**src/ahbPkg.sv**
```systemverilog
// AHB-Lite shared definitions
// Bus widths, transfer enums and the request/response structs used by
// the decoder, the slaves and the response multiplexer
`default_nettype none

package ahbPkg;

  // Fixed bus widths
  localparam int AddrWidth = 32;
  localparam int DataWidth = 64;

  // Transfer type, HTRANS encoding
  typedef enum logic [1:0] {
    transIdle   = 2'b00,
    transBusy   = 2'b01,
    transNonseq = 2'b10,
    transSeq    = 2'b11
  } htransE;

  // Transfer size, HSIZE encoding up to a doubleword
  typedef enum logic [2:0] {
    sizeByte   = 3'b000,
    sizeHalf   = 3'b001,
    sizeWord   = 3'b010,
    sizeDouble = 3'b011
  } hsizeE;

  // Slave response
  typedef enum logic {
    respOkay  = 1'b0,
    respError = 1'b1
  } hrespE;

  // Default slave error sequence
  typedef enum logic [1:0] {
    dsIdle      = 2'b00,
    dsErrFirst  = 2'b01,
    dsErrSecond = 2'b10
  } dsStateE;

  // Address-phase signals from the master
  typedef struct packed {
    logic [AddrWidth-1:0] addr;
    htransE               trans;
    logic                 write;
    hsizeE                size;
    logic [2:0]           burst;
    logic [3:0]           prot;
    logic                 mastLock;
  } ahbReqS;

  // One slave's data-phase response
  typedef struct packed {
    logic                 readyOut;
    hrespE                resp;
    logic [DataWidth-1:0] rdata;
  } ahbRespS;

endpackage

`default_nettype wire

```
**src/ahbDecoder.sv**
```systemverilog
// AHB-Lite address decoder
// Compares HADDR with the top of the SRAM region and raises exactly one
// slave select during the address phase
`timescale 1ns/10ps
`default_nettype none

module ahbDecoder
  import ahbPkg::*;
#(
  parameter int MemBytes = 5120
)
(
  input  ahbReqS req,
  output logic   selMem,
  output logic   selDefault
);

  // First unmapped byte address
  localparam logic [AddrWidth-1:0] MemTop = AddrWidth'(MemBytes);

  // Region test by magnitude compare
  // Allows a boundary that is not a power of two, e.g. 0x1400
  logic inMem;

  always_comb
  begin
    inMem = (req.addr < MemTop);
  end

  // One-hot selects
  always_comb
  begin
    selMem     = inMem;
    selDefault = ~inMem;
  end

endmodule

`default_nettype wire

```
**config.mk**
```make
export PLATFORM = sky130hd
export DESIGN_NAME = ahbDecoder
export DESIGN_NICKNAME = d
export VERILOG_FILES = /design/src/ahbPkg.sv /design/src/ahbDecoder.sv
export SDC_FILE = /design/constraint.sdc
export NUM_CORES = 1
export LEC_CHECK = 0
export BUFFER_PORTS_ARGS = -buffer_cell sky130_fd_sc_hd__buf_2
export CAP_MARGIN = 30
export CORE_AREA = 10 10 47 49
export DETAILED_ROUTE_END_ITERATION = 8
export DIE_AREA = 0 0 57 59
export PLACE_DENSITY = 0.57
export RECOVER_POWER = 50
export SLEW_MARGIN = 20
export SYNTH_ARGS = -nofsm -noshare
export SYNTH_HDL_FRONTEND = slang
export SYNTH_SLANG_ARGS = --single-unit
```
**constraint.sdc**
```tcl
create_clock -name vclk -period 0.8
set_input_delay 0.04 -clock vclk [all_inputs]
set_output_delay 0.04 -clock vclk [all_outputs]
set_load 0.02 [all_outputs]
```
==> run_results.csv, run 1 <==
group,metric,value,unit
layout,n_clock_buffer,0,
detailed_routing,drt-initial-drc-count,4,
hold_path,hp-class,"input port to output port",
pwr,power,0.0949,mW
yosys,synth_area,55.1,sq um
sta,finalSetupViolCount,2,
grt,grt_pass1_wl,1.24,mm
detailed_routing,ant_nets,0,
grt,grt_max_degree,3,
die,rows,14,
layout,fill_cells,168,
flow_run,max_cap_violations,0,
die,core_area,1400,sq um
yosys,syn_inst,10,
grt,antenna_found_initial,0,
yosys,yosys.area.top_type,"nor4_1",
sta,tightest_slew,0.212,ns
yosys,synth_top_area_share,45.5,%
pwr,peakVddDrop,122,uV
clock_tree,post-cts-setup-buffers,0,
yosys,yosysWarnings,0,
critical_path,required,0.76,ns
layout,area_growth,400,%
detailed_routing,drc,0,
critical_path,crit_fanout,2,
yosys,syn-num-nets,56,
die,ios,48,
place,post-place-ws,-0.230,ns
layout,multi_input_area,91.3,sq um
layout,insertedDiodeCount,0,
run_status,status,"finished with violations",
grt,track_usage,4.63,%
yosys,synth_area_per_cell,5.51,sq um
grt,grt_pass1_vias,225,
die,initial_core_util,3.93,%
sta,rsz0062_at_grt,"true",
sta,layout_min_cycle_time,0.934,ns
detailed_routing,firstDrtPassIters,4,
yosys,synth-seq-area-share,0,%
layout,ff_latch_area,0,sq um
sta,setup_ws,-0.134,ns
layout,final_nets,82,
pwr,p_leak,0.119,nW
die,die_area,3360,sq um
place,io_buffer_count,24,
critical_path,worstPathArrival,0.89,ns
place,placed_cell_area,195,sq um
sta,fmax,1070,MHz
layout,final_area,275,sq um
run_status,violations,"negative setup slack",
sta,fin_crit_sh,117,%
detailed_routing,vias,193,
clock_tree,cts_hold_buf,0,
detailed_routing,wire_per_inst,15.2,um
die,fp.dieW,57,um
sta,maxSlewHeadroom,85.8,%
die,dieHeight,59,um
critical_path,start_kind,"input port",
sta,finalHoldViolCount,0,
yosys,synthTopCellsByArea,"nor4_1 (45%), nand4_1 (11%), or2_1 (11%), nor3_1 (9.1%), o21ai_0 (9.1%)",
place,dp.cells,50,
layout,drive_gt1_share,79.4,%
detailed_routing,via_per_inst,3.86,
critical_path,endpoint_kind,"output port",
sta,drv_slew,0,
layout,seq_cells,0,
place,gp_congestion,0.719,
pwr,p_per_area,345,nW/um^2
yosys,synth.distinct_cells,7,
detailed_routing,drt-total-wl,762,um
grt,grt_overflow,0,
layout,fin_cells,50,
critical_path,path_class,"input port to output port",
## cells in the mapped netlist (all sizes together)
library cell	instances
nor4	4
o21ai	1
nor3	1
nand4	1
nor2	1
nand2	1
or2	1
## worst max-delay path, cell delays in order
cell,delay [ns]
buf_8,0.10
nor4_4,0.25
nand4_1,0.13
or2_1,0.24
buf_6,0.13
## repair_timing
item,in CTS,in global routing
resized for setup,10,4
endpoints found under the setup margin,2,2
pin swaps,5,2
## per-layer routing
layer	vias up	track usage (%)	part of all wire, %
li1	91	-	-
met2	24	4.34	22
met1	78	6.56	47
met5	-	0	0
met4	0	0	0
met3	0	5.15	31
## report_power, final
part | switching [mW] | internal, mW
registers | 0 | 0
logic | 0.0322 | 0.0627
clock network | 0 | 0
total | 0.0322 | 0.0627
## cell usage in the layout, fill, tap and decap left out
master / count
nand2_1: 1
nor4_1: 1
nor4_2: 1
buf_6: 5
nor3_1: 1
nor4_4: 2
or2_1: 1
buf_2: 17
nor2_1: 1
nand4_1: 1
o21ai_0: 1
buf_8: 1
buf_4: 1
## through the flow
stage / TNS (ns) / hold slack [ns] / utilization (%)
after global placement: -0.267 / 0.465 / 13.9
after detailed placement: -0.353 / 0.459 / 13.9
after CTS: -0.158 / 0.460 / 17.9
after floorplan: 0 / 0.246 / -
after global routing: -0.307 / 0.485 / 19.6
final: -0.173 / 0.456 / 19.6
## final timing paths
| kind | cells after the start | end | slack (ns) | startpoint |
|---|---|---|---|---|
| worst max-delay path | 5 | selDefault | -0.13 | req[30] |
| worst min-delay path | 5 | selMem | 0.46 | req[34] |
## final cells by class
class,instances,share of cell area (%)
tap,16,7.27
timing repair buffer,24,59.5
multi-input combinational,10,33.2
## cell families (layout without fill, tap and decap cells)
group | count (synthesis) | in the layout | synth area share (%)
buf+inv | 0 | 24 | 0
simple gates | 9 | 9 | 90.9
compound gates | 1 | 1 | 9.08
Note: power is estimated with default switching activity, not from simulation.
==> run 2, diff against run 1 <==
--- a/config.mk
+++ b/config.mk
@@ -7,10 +7,13 @@
 export LEC_CHECK = 0
 export BUFFER_PORTS_ARGS = -buffer_cell sky130_fd_sc_hd__buf_2
 export CAP_MARGIN = 30
+export CELL_PAD_IN_SITES_DETAIL_PLACEMENT = 0
+export CELL_PAD_IN_SITES_GLOBAL_PLACEMENT = 1
 export CORE_AREA = 10 10 47 49
 export DETAILED_ROUTE_END_ITERATION = 8
 export DIE_AREA = 0 0 57 59
-export PLACE_DENSITY = 0.57
+export MAX_ROUTING_LAYER = met4
+export PLACE_DENSITY = 0.95
 export RECOVER_POWER = 50
 export SLEW_MARGIN = 20
 export SYNTH_ARGS = -nofsm -noshare
==> run_results.csv, run 2 (same netlist as run 1, synthesis figures left out) <==
group,metric,value,unit
die,die_area,3360,sq um
die,ios,48,
place,placed_cell_area,195,sq um
sta,finalSetupViolCount,2,
grt,grt_max_degree,3,
sta,fmax,1060,MHz
pwr,p_leak,0.116,nW
detailed_routing,drt-initial-drc-count,3,
layout,seq_cells,0,
critical_path,path_class,"input port to output port",
sta,drv_slew,0,
layout,fin_cells,50,
sta,finalHoldViolCount,0,
run_status,violations,"negative setup slack",
detailed_routing,ant_nets,0,
hold_path,min_delay_path_depth,5,
die,rows,14,
place,gp_congestion,0.872,
grt,grt_pass1_wl,1.17,mm
layout,area_growth,380,%
layout,insertedDiodeCount,0,
pwr,power,0.0928,mW
grt,grt_pass1_vias,209,
critical_path,endpoint_kind,"output port",
sta,hold_slack,0.443,ns
hold_path,holdCritStartpoint,"req[36]",
detailed_routing,wire_per_inst,16.4,um
detailed_routing,vias,184,
sta,rsz0062_at_grt,"true",
detailed_routing,via_per_inst,3.68,
layout,n_clock_buffer,0,
grt,antenna_found_initial,0,
critical_path,crit_fanout,2,
layout,fill_cells,171,
run_status,status,"finished with violations",
die,initial_core_util,3.93,%
sta,tightest_slew,0.234,ns
die,core_area,1400,sq um
layout,final_area,264,sq um
hold_path,hp-class,"input port to output port",
place,io_buffer_count,24,
critical_path,worstPathArrival,0.90,ns
sta,layout_min_cycle_time,0.941,ns
critical_path,start_kind,"input port",
place,dp.cells,50,
layout,final_nets,82,
sta,maxSlewHeadroom,84.3,%
detailed_routing,firstDrtPassIters,3,
layout,ff_latch_area,0,sq um
flow_run,max_cap_violations,0,
layout,final_util,18.8,%
sta,tns,-0.185,ns
clock_tree,cts_hold_buf,0,
critical_path,required,0.76,ns
grt,grt_overflow,0,
sta,fin_crit_sh,118,%
layout,layout_commonest_cell,"buf_2",
layout,final_cell_mix,"buf_2 (18), buf_6 (5), nor4_4 (2), nor4_1 (2)",
die,dieHeight,59,um
detailed_routing,drc,0,
pwr,peakVddDrop,132,uV
grt,track_usage,4.48,%
place,post-place-ws,-0.214,ns
hold_path,holdPathEnd,"selMem",
sta,setup_ws,-0.141,ns
layout,drive_gt1_share,79.4,%
die,fp.dieW,57,um
pwr,p_per_area,352,nW/um^2
detailed_routing,drt-total-wl,822,um
[run 2: cell count changes in the layout (fill, tap and decap cells not counted)]
cell	previous run	this run
buf_2	17	18
buf_8	1	0
nor3_1	1	0
nor3_2	0	1
nor4_1	1	2
nor4_2	1	0
[run 2: what timing repair did]
item | in CTS | in global routing
endpoints found under the setup margin | 2 | 2
resized for setup | 7 | 5
pin swaps | 4 | 4
buffers inserted | 0 | 0
[run 2: routing by layer]
| metal | wire length (um) | vias to the layer above | track usage (%) |
|---|---|---|---|
| met3 | 95 | 0 | 1.72 |
| met2 | 177 | 23 | 3.57 |
| met5 | 0 | - | - |
| li1 | - | 91 | - |
| met1 | 549 | 70 | 8.26 |
| met4 | 0 | 0 | 0 |
[run 2: cell type report]
cell class                      count  area [sq um]  share of cell area [%]
Timing Repair Buffer               24           154                    58.3
Multi-Input combinational cell     10          90.1                    34.1
Tap cell                           16          20.0                    7.58
[run 2: worst max path at each step]
stage	from	endpoint	slack, ns
global route	req[33]	selDefault	-0.18
global placement	req[33]	selDefault	-0.19
floorplan	req[33]	selMem	0.03
finish	req[32]	selDefault	-0.14
detailed placement	req[42]	selDefault	-0.21
CTS	req[34]	selDefault	-0.13
[run 2: critical path: stages]
cell and delay [ns]:
buf_2 0.11, nor4_4 0.23, nand4_1 0.13, or2_1 0.26
buf_6 0.13
[run 2: report_power, final]
group          switching, mW  leakage (nW)  total [mW]  internal [mW]
combinational         0.0349         0.116      0.0928         0.0579
sequential                 0             0           0              0
clock                      0             0           0              0
