<file path="config.mk">
export PLATFORM = sky130hd
export DESIGN_NAME = ahbResponseMux
export DESIGN_NICKNAME = d
export VERILOG_FILES = /design/src/ahbPkg.sv /design/src/ahbResponseMux.sv
export SDC_FILE = /design/constraint.sdc
export NUM_CORES = 1
export LEC_CHECK = 0
export BUFFER_PORTS_ARGS = -buffer_cell sky130_fd_sc_hd__buf_2
export CAP_MARGIN = 0
export CORE_AREA = 2 2 79 81
export CTS_CLUSTER_SIZE = 12
export DETAILED_ROUTE_END_ITERATION = 12
export DIE_AREA = 0 0 81 83
export GPL_TIMING_DRIVEN = 0
export PLACE_DENSITY = 0.58
export SYNTH_ARGS = -nofsm -noshare
export SYNTH_HDL_FRONTEND = slang
export SYNTH_SLANG_ARGS = --single-unit
</file>
<file path="constraint.sdc">
create_clock -name HCLK -period 1.6 [get_ports HCLK]
set_clock_uncertainty 0.1 [all_clocks]
set_input_delay 0.24 -clock HCLK [delete_from_list [all_inputs] [get_ports HCLK]]
set_output_delay 0.24 -clock HCLK [all_outputs]
set_load 0.01 [all_outputs]
</file>
<file path="src/ahbPkg.sv">
// AHB-Lite shared definitions
// Bus widths, transfer enums and the request/response structs used by
// the decoder, the slaves and the response multiplexer
`default_nettype none

package ahbPkg;

  // Fixed bus widths
  localparam int AddrWidth = 32;
  localparam int DataWidth = 64;

  // Transfer type, HTRANS encoding
  typedef enum logic [1:0] {
    transIdle   = 2'b00,
    transBusy   = 2'b01,
    transNonseq = 2'b10,
    transSeq    = 2'b11
  } htransE;

  // Transfer size, HSIZE encoding up to a doubleword
  typedef enum logic [2:0] {
    sizeByte   = 3'b000,
    sizeHalf   = 3'b001,
    sizeWord   = 3'b010,
    sizeDouble = 3'b011
  } hsizeE;

  // Slave response
  typedef enum logic {
    respOkay  = 1'b0,
    respError = 1'b1
  } hrespE;

  // Default slave error sequence
  typedef enum logic [1:0] {
    dsIdle      = 2'b00,
    dsErrFirst  = 2'b01,
    dsErrSecond = 2'b10
  } dsStateE;

  // Address-phase signals from the master
  typedef struct packed {
    logic [AddrWidth-1:0] addr;
    htransE               trans;
    logic                 write;
    hsizeE                size;
    logic [2:0]           burst;
    logic [3:0]           prot;
    logic                 mastLock;
  } ahbReqS;

  // One slave's data-phase response
  typedef struct packed {
    logic                 readyOut;
    hrespE                resp;
    logic [DataWidth-1:0] rdata;
  } ahbRespS;

endpackage

`default_nettype wire

</file>
<file path="src/ahbResponseMux.sv">
// AHB-Lite response multiplexer
// Remembers which slave owns the current data phase and forwards
// that slave's read data, ready and response to the master
`timescale 1ns/10ps
`default_nettype none

module ahbResponseMux
  import ahbPkg::*;
(
  input  logic                 HCLK,
  input  logic                 HRESET,
  input  logic                 selMem,
  input  ahbRespS              memResp,
  input  ahbRespS              defResp,
  output logic [DataWidth-1:0] HRDATA,
  output logic                 HREADYOUT,
  output hrespE                HRESP
);

  // Data-phase owner, high for the SRAM slave
  logic    dataSelMem;
  ahbRespS selResp;

  // Advances only when the current data phase completes
  // Reset points at the default slave, idle there is ready and OKAY
  always_ff @(posedge HCLK, negedge HRESET)
  begin
    if (!HRESET)
      dataSelMem <= 1'b0;
    else if (HREADYOUT)
      dataSelMem <= selMem;
  end

  // Pick the owning slave's response
  always_comb
  begin
    selResp   = dataSelMem ? memResp : defResp;
    HRDATA    = selResp.rdata;
    HREADYOUT = selResp.readyOut;
    HRESP     = selResp.resp;
  end

endmodule

`default_nettype wire

</file>
==> impl_metrics.csv, run 1 <==
group,metric,value,unit
status,status,"completed",
min_path,hp-class,"in2reg",
clock_tree,path_clk_slew,0,ns
power_and_ir_drop,power,881,uW
routing,detail_route.vias_per_cell,3.97,
synthesis,yosysTopAreaCellShare,46.0,%
critical_path,cp_max_fo,10,
synthesis,postSynthAreaPerCell,12.3,um2
synthesis,synth_nets,212,
synthesis,yosysWarnings,0,
floorplan,io_pins,201,
global_route,grt_pass1_wl,5940,um
sta,final_hold_viol_count,0,
critical_path,critPathKind,"reg2out",
sta,max_freq,649,MHz
routing,first_iter_violations,11,
routing,wl_per_cell,11.1,um
power_and_ir_drop,power_leakage,0.00125,uW
routing,vias,1421,
routing,wirelength,3970,um
sta,slew_viol_final,0,
sta,period_needed,1.54,ns
synthesis,synth_top_cell_by_area,"mux2_4",
sta,rsz0062_at_grt,"yes",
floorplan,coreArea,5820,um2
finish,nNetsFinal,420,
finish,syn2layout_area_growth,121,%
finish,stdcell_area,2100,um2
global_route,grt_pass1_vias,1443,
sta,final-setup-viol-count,0,
synthesis,ys_seq_elements,1,
routing,ant_nets,0,
finish,largest_reg_flops,1,
sta,tns,0,ns
routing,dr.pass1.iters,4,
synthesis,yosys-top-cells-area,"mux2_4 46%, mux2_2 44%, buf_6 3.6%",
finish,drive_above_1_share,98.2,%
critical_path,crit_required,1.26,ns
place,dp_hpwl,3650,um
floorplan,start_util,16.3,%
critical_path,crit_path_start_kind,"register",
global_route,grt_usage,10.4,%
place,port_buffers,200,
floorplan,row_count,28,
sta,worst_pin_slew,0.218,ns
floorplan,dieArea,6720,um2
place,place_area,2040,um2
power_and_ir_drop,power_density,420,nW/um2
finish,top_register,"dataSelMem",
critical_path,crit_arrival,1.20,ns
synthesis,yosysUniqueCellTypes,8,
power_and_ir_drop,vdd_drop_max,0.201,mV
global_route,grt_overflow,0,
global_route,antenna_found_initial,0,
clock_tree,clk_latency,0,ns
job,drv_cap,0,
sta,slew-limit-headroom,85.5,%
finish,reg_top3,"dataSelMem x1",
global_route,grt_start_max_net_pins,11,
finish,antenna_cells,0,
floorplan,die_h,83,um
synthesis,synthesis.area,947,um2
synthesis,synth_cells,77,
routing,drc,0,
synthesis,seq_area_frac_synth,2.64,%
place,place_congestion,0.722,
floorplan,die_w,81,um
sta,fin_crit_sh,96.3,%
critical_path,critPathCaptureType,"output pin",
## repair_timing
action / 4_1_cts / 5_1_grt
cloned: 0 / 0
hold buffers: 1 / 0
resized for setup: 1 / 1
setup buffers: 0 / 5
setup endpoints to repair: 29 / 30
endpoints found under the hold margin: 1 / 0
## area by class of cell
class	count	area [um2]
Timing Repair Buffer	206	1050
Sequential cell	1	25.0
Buffer	7	63.8
Fill cell	633	3720
Tap cell	75	93.8
Inverter	1	3.75
Multi-Input combinational cell	68	862
## metal layers
layer	up-vias	wire length [um]	GRT usage (%)
met3	0	462	0.978
met1	618	1350	11.2
met5	-	0	0
met4	0	0	0
met2	99	2160	22.2
li1	704	-	-
## final timing paths
path,slack [ns],endpoint,from,cells past startpoint
setup / recovery,0.06,HRDATA[48],dataSelMem,4
max in group asynchronous,0.85,dataSelMem,HRESET,2
setup reg to reg,0.49,dataSelMem,dataSelMem,4
min in group asynchronous,0.46,dataSelMem,HRESET,2
hold reg to reg,0.84,dataSelMem,dataSelMem,4
hold / removal,0.33,dataSelMem,memResp[65],2
## per-stage QoR
step	worst slack (ns)	std cells	util, %	hold WS, ns
CTS	0.0110	353	35.3	0.329
floorplan	0.247	77	-	-0.156
detailed placement	-0.0270	352	35.1	-0.0829
global route	-0.0139	358	36.1	0.350
global placement	-0.0242	352	35.1	-0.0850
finish	0.0598	358	36.1	0.333
## power breakdown
| group | switching [uW] | total (uW) | internal (uW) |
|---|---|---|---|
| clock | 0 | 0 | 0 |
| combinational | 331 | 849 | 518 |
| sequential | 3.81 | 32.5 | 28.7 |
| total | 335 | 881 | 546 |
## layout by cell type, fill, tap and decap left out
cell / instances
a21oi_1: 2
dlygate4sd3_1: 1
buf_4: 5
buf_8: 1
mux2_2: 37
mux2_4: 29
buf_2: 203
dfrtp_1: 1
inv_1: 1
buf_6: 3
## critical path: stages, from the launching register on
cell	delay, ns
dfrtp_1	0.39
buf_6	0.17
buf_6	0.18
mux2_4	0.31
buf_2	0.14
## synthesized netlist by cell type, drive strengths merged
cell and number:
inv 1, buf 7, mux2 66, dfrtp 1
a21oi 2
## kinds of logic after synthesis
kind of cell,synth area share [%]
muxes,90.0
buffers and inverters,6.34
AOI/OAI and AO/OA,1.06
DFF,2.64
Note: power is estimated with default switching activity, not from simulation.
==> run 2, diff against run 1 <==
==> config.mk (replaced) <==
export PLATFORM = sky130hd
export DESIGN_NAME = ahbResponseMux
export DESIGN_NICKNAME = d
export VERILOG_FILES = /design/src/ahbPkg.sv /design/src/ahbResponseMux.sv
export SDC_FILE = /design/constraint.sdc
export NUM_CORES = 1
export LEC_CHECK = 0
export CAP_MARGIN = 40
export CORE_AREA = 2 2 77 79
export CTS_CLUSTER_SIZE = 12
export DETAILED_ROUTE_END_ITERATION = 12
export DIE_AREA = 0 0 79 81
export DONT_BUFFER_PORTS = 1
export GPL_TIMING_DRIVEN = 0
export PLACE_DENSITY = 0.3
export SYNTH_ARGS = -nofsm -noshare
export SYNTH_HDL_FRONTEND = slang
export SYNTH_SLANG_ARGS = --single-unit
==> impl_metrics.csv, run 2 (synthesized netlist as in run 1, its figures left out) <==
group,metric,value,unit
place,place_congestion,0.715,
clock_tree,path_clk_slew,0,ns
global_route,grt_start_max_net_pins,11,
routing,ant_nets,0,
power_and_ir_drop,vdd_drop_max,0.167,mV
global_route,grt_usage,7.58,%
finish,final_common_cell,"mux2_2",
floorplan,io_pins,201,
sta,slew_viol_final,0,
routing,vias,703,
routing,detail_route.vias_per_cell,4.59,
place,placed_cells,152,
global_route,grt_overflow,0,
power_and_ir_drop,power_leakage,0.000435,uW
finish,drive_above_1_share,93.6,%
job,drv_cap,0,
finish,top_register,"dataSelMem",
clock_tree,clk_latency,0,ns
routing,drc,0,
routing,wl_per_cell,21.5,um
sta,fin_crit_sh,92.6,%
routing,first_iter_violations,4,
sta,final_hold_viol_count,0,
power_and_ir_drop,power_density,533,nW/um2
routing,dr.pass1.iters,2,
min_path,hp-class,"in2reg",
sta,final-setup-viol-count,0,
sta,rsz0062_at_grt,"no",
place,port_buffers,0,
status,status,"completed",
clock_tree,ctsHoldBuffers,1,
finish,nNetsFinal,215,
clock_tree,cts_setup_buffers,0,
floorplan,coreArea,5680,um2
floorplan,start_util,16.7,%
global_route,grt_pass1_wl,3770,um
critical_path,crit_path_start_kind,"register",
finish,layout_common_cells,"37 x mux2_2, 29 x mux2_4, 3 x buf_6, 3 x buf_2, 2 x a21oi_1",
critical_path,critPathCaptureType,"output pin",
floorplan,die_h,81,um
floorplan,row_count,28,
floorplan,dieArea,6400,um2
sta,slew-limit-headroom,85.4,%
critical_path,critPathKind,"reg2out",
sta,tns,0,ns
finish,reg_top3,"dataSelMem x1",
finish,syn2layout_area_growth,11.0,%
finish,largest_reg_flops,1,
global_route,grt_pass1_vias,662,
sta,max_freq,675,MHz
finish,instances_no_fill,153,
global_route,antenna_found_initial,0,
critical_path,crit_required,1.26,ns
sta,worst_pin_slew,0.219,ns
clock_tree,cts.repair.resized,0,
critical_path,cp_max_fo,10,
routing,wirelength,3290,um
floorplan,die_w,79,um
place,dp_hpwl,3140,um
sta,period_needed,1.48,ns
critical_path,crit_arrival,1.14,ns
finish,antenna_cells,0,
==> run 2: power by group <==
part	total (uW)	internal, uW	switching (uW)
Sequential	32.0	28.7	3.32
Clock	0	0	0
Combinational	529	275	253
Total	561	304	257
==> run 2: layout make-up <==
class / instances / area, um2
plain buffers: 7 / 56.3
fillers: 617 / 4620
inverters: 1 / 3.75
multi-input cells: 68 / 862
flip-flops and latches: 1 / 25.0
well taps: 75 / 93.8
repair buffers: 1 / 10.0
==> run 2: metal layers <==
metal,part of all wire [%],track usage [%]
met5,0,0
met4,0,0
met3,14,2.33
met2,56,16.3
met1,30,7.42
==> run 2: worst max-delay path: stages, from the launching register on <==
cell and delay (ns):
dfrtp_1 0.37, buf_4 0.22, buf_6 0.20, mux2_4 0.34
==> run 2: path summary, 6_finish.rpt <==
path | from | to | slack [ns] | depth (start not counted)
max in group asynchronous | HRESET | dataSelMem | 0.94 | 1
worst max-delay path | dataSelMem | HRDATA[38] | 0.12 | 3
min in group asynchronous | HRESET | dataSelMem | 0.36 | 1
worst min register to register | dataSelMem | dataSelMem | 0.91 | 4
worst min-delay path | memResp[65] | dataSelMem | 0.26 | 1
worst max register to register | dataSelMem | dataSelMem | 0.38 | 4
==> run 2: stage by stage <==
step                area (um2)  hold slack (ns)  worst slack (ns)  utilization [%]  total power [uW]
finish                    1050            0.261             0.118             18.5               561
global route              1050            0.285            0.0497             18.5               591
CTS                       1050            0.282            0.0930             18.5               572
detailed placement        1040           -0.156            0.0966             18.3               568
global placement          1040           -0.156             0.107             18.3               569
floorplan                  947           -0.156             0.247                -               513
